`config.mk`:
```
export PLATFORM = sky130hd
export DESIGN_NAME = berMonitor
export DESIGN_NICKNAME = d
export VERILOG_FILES = /design/src/regPkg.sv /design/src/berMonitor.sv
export VERILOG_INCLUDE_DIRS = /design/src
export SDC_FILE = /design/constraint.sdc
export NUM_CORES = 1
export LEC_CHECK = 0
export BUFFER_PORTS_ARGS = -buffer_cell sky130_fd_sc_hd__buf_2
export CORE_ASPECT_RATIO = 0.75
export CORE_MARGIN = 5
export CORE_UTILIZATION = 40
export DETAILED_ROUTE_END_ITERATION = 16
export PLACE_DENSITY = 0.7
export SYNTH_ARGS = -nofsm -noshare
export SYNTH_HDL_FRONTEND = slang
export SYNTH_SLANG_ARGS = --single-unit
```
`constraint.sdc`:
```
create_clock -name clk -period 2.8 [get_ports clk]
set_input_delay 0.14 -clock clk [delete_from_list [all_inputs] [get_ports clk]]
set_output_delay 0.14 -clock clk [all_outputs]
set_load 0.03 [all_outputs]
```
`src/fskDemod_params.svh`:
```
// fsk demod widths and constants
`ifndef FSKDEMOD_PARAMS_SVH
`define FSKDEMOD_PARAMS_SVH

// --------------------------------------------------
// datapath widths
`define SAMPLE_W    12
`define COEF_W      12
`define FILT_W      16
`define FILT_SHIFT  10      // drop from the 26 bit tap sum

// symbols between a legacy bit and its decision
`define BER_LAG     2

// --------------------------------------------------
// tone 0 taps, two samples per symbol
`define F0_C0_RE    12'h6D2
`define F0_C0_IM    12'h42E
`define F0_C1_RE    12'hF5F
`define F0_C1_IM    12'h7F9

// tone 1 taps, only the imaginary parts differ
`define F1_C0_RE    12'h6D2
`define F1_C0_IM    12'hBD1
`define F1_C1_RE    12'hF5F
`define F1_C1_IM    12'h806

// register offsets
`define REG_BER     12'h000
`define REG_CTRL    12'h004

`endif

```
`src/regPkg.sv`:
```
// APB register types
package regPkg;

  `include "fskDemod_params.svh"

  typedef logic [11:0] apbAddrT;   // byte address inside the block
  typedef logic [31:0] apbDataT;

  // bit and error counters, packed side by side in REG_BER
  typedef logic [15:0] berCountT;

endpackage

```
`src/berMonitor.sv`:
```
// bit error monitor with APB registers
`timescale 1ns/1ps
`include "fskDemod_params.svh"

module berMonitor import regPkg::*; (
  input  logic    clk,
  input  logic    reset,
  input  logic    symEn,
  input  logic    legacyBit,
  input  logic    decision,
  input  logic    decisionValid,
  input  logic    psel,
  input  logic    penable,
  input  logic    pwrite,
  input  apbAddrT paddr,
  input  apbDataT pwdata,
  output apbDataT prdata,
  output logic    pready,
  output logic    pslverr
);

  localparam int HIST_W = `BER_LAG + 2;   // lag plus two symbols in flight
  localparam int IDX_W  = $clog2(HIST_W);

  logic [HIST_W-1:0] legacyHist;
  logic [1:0]        inFlight;
  logic [IDX_W-1:0]  tapIdx;
  logic              legacyTap;
  berCountT          bitCount;
  berCountT          errCount;
  logic              accessPhase;
  logic              berHit;
  logic              ctrlHit;
  logic              restart;

  // --------------------------------------------------
  // legacy history and symbols in flight
  always_ff @(posedge clk) begin
    if (reset) begin
      legacyHist <= '0;
    end else if (symEn) begin
      legacyHist <= {legacyHist[HIST_W-2:0], legacyBit};   // bit 0 is the newest symbol
    end
  end

  always_ff @(posedge clk) begin
    if (reset) begin
      inFlight <= '0;
    end else begin
      case ({symEn, decisionValid})
        2'b10:   inFlight <= inFlight + 2'd1;
        2'b01:   inFlight <= inFlight - 2'd1;
        default: inFlight <= inFlight;   // both or neither
      endcase
    end
  end

  // decided symbol sits at inFlight-1, then BER_LAG further back
  assign tapIdx    = IDX_W'(`BER_LAG - 1) + IDX_W'(inFlight);
  assign legacyTap = legacyHist[tapIdx];

  // --------------------------------------------------
  // counters
  // counting stops once the bit count runs down to zero
  always_ff @(posedge clk) begin
    if (reset || restart) begin
      bitCount <= '1;
      errCount <= '0;
    end else if (decisionValid && (bitCount != '0)) begin
      bitCount <= bitCount - berCountT'(1);
      if (decision != legacyTap) begin
        errCount <= errCount + berCountT'(1);
      end
    end
  end

  // --------------------------------------------------
  // APB slave, zero wait states
  assign accessPhase = psel && penable;
  assign berHit      = (paddr == `REG_BER);
  assign ctrlHit     = (paddr == `REG_CTRL);
  assign restart     = accessPhase && pwrite && ctrlHit && pwdata[0];

  assign pready  = 1'b1;
  assign pslverr = accessPhase && !(berHit || ctrlHit);
  assign prdata  = (psel && !pwrite && berHit) ? {errCount, bitCount} : '0;

  // pipeline latency against symbol spacing bounds the backlog
  inFlightMax: assert property (@(posedge clk) disable iff (reset) inFlight <= 2'd2)
    else $error("more than two symbols in flight");

endmodule

```
==> results of run 1 <==
[cell families after synthesis]
| group | share of synthesized area |
|---|---|
| AO/OA/AOI/OAI | 0.1473 |
| XOR/XNOR | 0.06984 |
| adder cells (fa/ha/maj) | 0.01761 |
| buffers and inverters | 0.05516 |
| flip-flops | 0.3568 |
| multiplexers | 0.03404 |
| other | 0.001759 |
| AND/OR/NAND/NOR | 0.3175 |
[metal layers]
| layer | track usage | part of all wire |
|---|---|---|
| met5 | 0 | 0 |
| met4 | 0.05128 | 0.012 |
| met3 | 0.03711 | 0.059 |
| met2 | 0.2146 | 0.42 |
| met1 | 0.1962 | 0.51 |
[worst max-delay path: cells and delay by family (launching register included)]
kind                   cells  cell delay [ps]
AND/OR/NAND/NOR            3             1310
AO/OA/AOI/OAI              2              420
flip-flops                 1              360
buffers and inverters      1              220
[final cells by class]
type                       count  area [um^2]  share of cell area
clock buffer                   6        82.58             0.03246
inverter                      10        37.54             0.01476
multi-input combinational    196         1254              0.4929
sequential                    38        760.7              0.2991
tap                           75        93.84             0.03689
timing repair buffer          60        315.3              0.1240
[flip-flops by register name (all words and copies together) (netlist names)]
register / count
bitCount: 16
legacyHist: 4
inFlight: 2
errCount: 16
[path summary, 6_finish.rpt]
path	endpoint	slack (ps)	cells after the start	startpoint
worst min-delay path	legacyHist[0]	100	3	legacyBit
worst max register to register	errCount[6]	340	6	bitCount[6]
worst max-delay path	errCount[6]	340	6	bitCount[6]
worst min register to register	errCount[15]	490	2	errCount[15]
[through the flow]
step | worst slack, ps | util | cell area (um^2) | hold WS (ps)
floorplan | 646.0 | - | 2132 | 287.3
global placement | 387.4 | 0.4673 | 2461 | 379.3
detailed placement | 360.8 | 0.4673 | 2461 | 388.6
CTS | 342.8 | 0.4830 | 2544 | 94.71
global route | 223.4 | 0.4830 | 2544 | 97.78
finish | 344.5 | 0.4830 | 2544 | 95.87
[where the power goes]
group          internal, uW  switching (uW)
Combinational          36.1            42.4
Sequential              552            11.6
Clock                   190             179
[layout by cell type (no fill, tap or decap), types with 3 or more instances in the layout]
cell type / count
and2_1: 34
a21oi_1: 13
inv_1: 10
or2_2: 3
buf_2: 54
xnor2_1: 8
o211ai_1: 6
mux2i_1: 5
nand4_1: 3
nor4_1: 5
nor3_1: 5
o21ai_1: 10
nor2_1: 15
ha_1: 3
dfxtp_1: 38
buf_4: 6
clkbuf_8: 6
nand2_1: 25
o21ai_0: 5
nand3_1: 7
xor2_1: 9
or3_1: 14
==> summary.txt, run 1 <==
Clock network
  • Clk_lat worst skew: 280 ps
  • Hold_buf cts: 0
  • CTS tree: done
  • CTS Sinks: 38
  • Htree depth: 2
  • Clk root buf: clkbuf_8
  • Setup repair bufs after CTS: 0
  • CTS resizes: 0
  • Max Buffers Root-to-Sink: 2
  • Number of buffers created by CTS: 5
  • Clk pin slew, worst setup/hold paths: 70 ps

Final layout
  • Final #Nets: 367
  • Final cell count without fillers: around 390
  • Fillers: 530
  • Fraction of layout cells with a size suffix above 1: 0.2548
  • N_diodes: 0
  • Area Growth Syn to Fin: 19.31%

Die
  • Die Y: between 70 and 80 um
  • Initial core utilization: 0.4048
  • Ports: a little under 90
  • Core area: between 0.005 and 0.006 mm^2
  • Die Area: about 0.0069 mm^2
  • # rows: 23
  • Die width: roughly 94 um

Synthesis
  • Post-Syn Nets: roughly 310
  • Syn_area_per_cell: 8.264 um^2
  • Top-count cell post-synth: dfxtp_1
  • Post-Syn Area: around 0.0021 mm^2
  • Area leader, netlist: dfxtp_1
  • Ys async rst share: 0
  • Ranking of synthesized cells by area: dfxtp_1 36%, and2_1 10%, nand2_1 4.4%
  • Post-synth top area share: 0.3568
  • #FFs+latches synth: 38
  • Synth cell count leaders: 38 x dfxtp_1, 34 x and2_1, 25 x nand2_1
  • Cells after synthesis: 258
  • Synth Flop Type: dfxtp_1
  • Synth warnings: 0
  • Post-synth EDFFs: 0
  • Post-synthesis sequential area ratio: 0.3568
  • Yosys cell types: 44

Critical path
  • CP Max Fanout: 7
  • CP max stage delay: about 630 ps
  • Arrival @ worst endpoint: 2610 ps
  • CP Data Required Time: about 3000 ps
  • Crit-path slowest cell: or4b_1
  • CP Class: reg -> reg
  • Critical Path End Type: register
  • CP cell instances: or4_4 > or4b_1 > o2111ai_2 > buf_4 > or3_1 > a21oi_1
  • Critical Path Source Type: register

STA
  • Peak Freq: 407.3 MHz
  • Period minus WS final: around 2500 ps
  • Slew headroom: 0.6189
  • Count of final setup violators: 0
  • Max Clock Skew: 5.102 ps
  • Final Hold Fails: 0
  • Total negative slack: 0 ps
  • Crit share post-route: 0.8770
  • Pins Over Slew Limit: 0
  • RSZ-0062 raised after global routing: false
  • Worst Tran Pin Value: between 500 and 600 ps

GRT
  • GRT Total Usage: 0.1422
  • Largest net degree at the start of global routing: 31
  • Vias in the first global route: 1745
  • First-pass GRT wire length: about 8 mm
  • Gr ovfl total: 0
  • Initial antenna violation count: 0

Route
  • First-pass iteration count of the detailed router: 4
  • DRC: 0
  • Via Count: between 1500 and 2000
  • Final wirelength: about 4.7 mm
  • Vias per cell: about 5.0
  • Initial DRC count: 62
  • Avg WL per Cell: between 10 and 15 um
  • Post-DRT Antenna Nets: 0

Place
  • Placed Cells incl. Taps: between 300 and 400
  • PortBufs: between 50 and 60
  • Final HPWL from detailed placement: between 3 and 4 mm
  • Final Wtd Congestion: approximately 0.78

Power and ir drop
  • Maximum VDD drop: around 0.21 mV
  • Power Dens Cells: 397.5 mW/mm^2
  • Power, Total: roughly 1000 uW
  • Leak: ~0.0010 uW

Run
  • Max Cap Viol: 0

Hold path
  • Hold Crit Class: in -> reg

Status
  • Outcome: completed
Note: power is estimated with default switching activity, not from simulation.
==> run 2, diff against run 1 <==
==> constraint.sdc (replaced) <==
create_clock -name clk -period 2.3 [get_ports clk]
set_input_delay 0.115 -clock clk [delete_from_list [all_inputs] [get_ports clk]]
set_output_delay 0.115 -clock clk [all_outputs]
set_load 0.03 [all_outputs]
==> run 2 against run 1 <==
  * Worst hold slack got worse by 25 ps
  * Die area unchanged
  * Maximum frequency increased by 13%
  * Wire length increased by 2.6%
  * Non-clock buffer count increased by 10
  * Via count increased by 3.0%
  * Clock skew increased by 4.2 ps
  * Power increased by 24%
  * Register-to-register slack got worse by 210 ps
==> summary.txt, run 2 (synthesized netlist as in run 1, its figures left out) <==
STA
  • RSZ-0062 raised after global routing: false
  • Final Worst Setup Slack: 130.7 ps (-213.8 ps)
  • Final Hold Fails: 0 (unchanged)
  • Pins Over Slew Limit: 0 (unchanged)
  • Crit share post-route: 0.9432 (+0.06620)
  • Slew headroom: 0.6467 (+0.02772)
  • Worst Tran Pin Value: 530.0 ps (-37.22 ps)
  • Count of final setup violators: 0 (unchanged)
  • Total negative slack: 0 ps (unchanged)
  • Worst hold slack: 70.47 ps (-25.39 ps)
  • Peak Freq: 461.0 MHz (+13%)
  • Period minus WS final: 2169 ps (-286.2 ps)
  • Max Clock Skew: 9.330 ps (+4.229 ps)

Route
  • Post-DRT Antenna Nets: 0 (unchanged)
  • Initial DRC count: 86 (+39%)
  • First-pass iteration count of the detailed router: 4 (unchanged)
  • Final wirelength: 4.856 mm (+2.6%)
  • Vias per cell: 4.987 (-0.15%)
  • Via Count: 1980 (+3.0%)
  • DRC: 0 (unchanged)
  • Avg WL per Cell: 12.23 um (-0.48%)

GRT
  • GRT Total Usage: 0.1438 (+0.001623)
  • Met1 usage: 0.1934 (-0.002797)
  • Met2 GRT Util: 0.2280 (+0.01336)
  • Met3 GRT Util: 0.03608 (-0.001031)
  • Grt peak-use layer: met2
  • Initial antenna violation count: 0 (unchanged)
  • Vias in the first global route: 1828 (+4.8%)
  • First-pass GRT wire length: 7.976 mm (+1.5%)
  • Largest net degree at the start of global routing: 31 (unchanged)
  • Gr ovfl total: 0 (unchanged)

Hold path
  • Hold endpoint: legacyHist[0]
  • Hold Crit Class: in -> reg
  • Hold Crit Start: legacyBit
  • Hold path depth: 3 (unchanged)

Critical path
  • Reg2reg path depth: 7 (+1)
  • CP max stage delay: 530 ps (-100 ps)
  • Crit path buffers/inverters: 2 (+1)
  • CP Class: reg -> reg
  • Crit-path slowest cell: mux4_2
  • R2R Path Start: inFlight[0]
  • Critical Path Source Type: register
  • CP Data Required Time: 2520 ps (-430 ps)
  • CP cell instances: mux4_2 > xor2_1 > buf_4 > o2111ai_4 > buf_12 > or4_1 > a21oi_1
  • CP Max Fanout: 14 (+7)
  • Worst reg2reg endpoint: errCount[13]
  • Arrival @ worst endpoint: 2390 ps (-220 ps)
  • Critical Path End Type: register
  • Flop-to-flop setup slack: 130 ps (-210 ps)
  • CP top delay family: multiplexers

Place
  • Final Wtd Congestion: 0.7808 (about the same)
  • Dpl ws: 85.09 ps (-275.7 ps)
  • PortBufs: 54 (unchanged)
  • Dpl cell area: 0.002541 mm^2 (+3.3%)
  • Final HPWL from detailed placement: 3.621 mm (+3.7%)

Final layout
  • Post-layout instance area: 0.002656 mm^2 (+4.4%)
  • Fraction of layout cells with a size suffix above 1: 0.2826 (+0.02777)
  • Area of the multi-input gates: 0.001257 mm^2 (+0.30%)
  • N_diodes: 0 (unchanged)
  • Most frequent cells in the layout: 54 x buf_2, 38 x dfxtp_1, 34 x and2_1
  • Storage element area: 760.7 um^2 (unchanged)
  • Commonest non-fill, non-tap cell in the layout: buf_2
  • Area Growth Syn to Fin: 24.59%
  • Fillers: 513 (-3.2%)
  • Final #Nets: 377 (+2.7%)
  • Top flop regs: bitCount: 16 flops, errCount: 16 flops, legacyHist: 4 flops

Status
  • Outcome: completed

Clock network
  • Clk pin slew, worst setup/hold paths: 80 ps (about the same)
  • CTS Sinks: 38 (unchanged)
  • Number of buffers created by CTS: 5 (unchanged)
  • Clk_lat worst skew: 290 ps (about the same)
  • Max Buffers Root-to-Sink: 2 (unchanged)
  • CTS tree: done
  • Hold_buf cts: 0 (unchanged)
  • Clk root buf: clkbuf_8
  • Htree depth: 2 (unchanged)

Power and ir drop
  • Maximum VDD drop: 0.2440 mV (+14%)
  • Leak: 0.001111 uW (+6.2%)
  • Power Dens Cells: 473.0 mW/mm^2 (+19%)
  • Power, Total: 1256 uW (+24%)

Die
  • # rows: 23 (unchanged)
  • Initial core utilization: 0.4048 (unchanged)
  • Die Y: 73.23 um (unchanged)
  • Ports: 87 (unchanged)
  • Die width: 94.30 um (unchanged)
  • Core area: 0.005266 mm^2 (unchanged)
  • Die Area: 0.006905 mm^2 (unchanged)

Run
  • Max Cap Viol: 0 (unchanged)
-- run 2: cell types whose count changed in the layout (fill, tap and decap cells not counted), sizes merged --
cell	delta
clkbuf	+1
clkinv	+1
buf	+10
-- run 2: how the worst max path moves through the flow --
stage	startpoint	slack [ps]	cells after the start	end
5_1_grt	inFlight[0]	10	7	errCount[15]
4_1_cts	bitCount[6]	70	5	errCount[13]
6_report	inFlight[0]	130	7	errCount[13]
3_5_place_dp	bitCount[6]	90	5	errCount[13]
3_3_place_gp	bitCount[6]	100	5	errCount[15]
2_1_floorplan	bitCount[6]	150	7	errCount[2]
-- run 2: metal layers --
metal | vias to the layer above | wire, um
met4 | 0 | 61
met2 | 53 | 2117
met3 | 7 | 279
met5 | - | 0
li1 | 1025 | -
met1 | 895 | 2397
-- run 2: report_power, final --
| part | internal, uW | switching, uW |
|---|---|---|
| sequential | 672 | 14.8 |
| combinational | 45.7 | 52.3 |
| clock | 242 | 230 |
| total | 959 | 297 |
-- run 2: per-stage QoR --
step	std cells	util
after floorplan	258	-
after global placement	388	0.4825
after detailed placement	388	0.4825
after CTS	396	0.4999
after global routing	397	0.5044
final	397	0.5044
-- run 2: repair_timing --
action | 4_1_cts | 5_1_grt
setup endpoints to repair | 0 | 8
resized for setup | 0 | 1
buffers inserted | 0 | 1
-- run 2: area by class of cell --
| cell class | count | share of cell area |
|---|---|---|
| clock buffer | 7 | 0.03250 |
| clock inverter | 1 | 0.001884 |
| multi-input combinational | 196 | 0.4734 |
| timing repair buffer | 70 | 0.1564 |
| sequential | 38 | 0.2864 |
| inverter | 10 | 0.01413 |
| tap | 75 | 0.03533 |
-- run 2: worst min-delay path, stage by stage --
cell and delay [ps]:
buf_2 70, mux2i_1 50, nor2_1 70
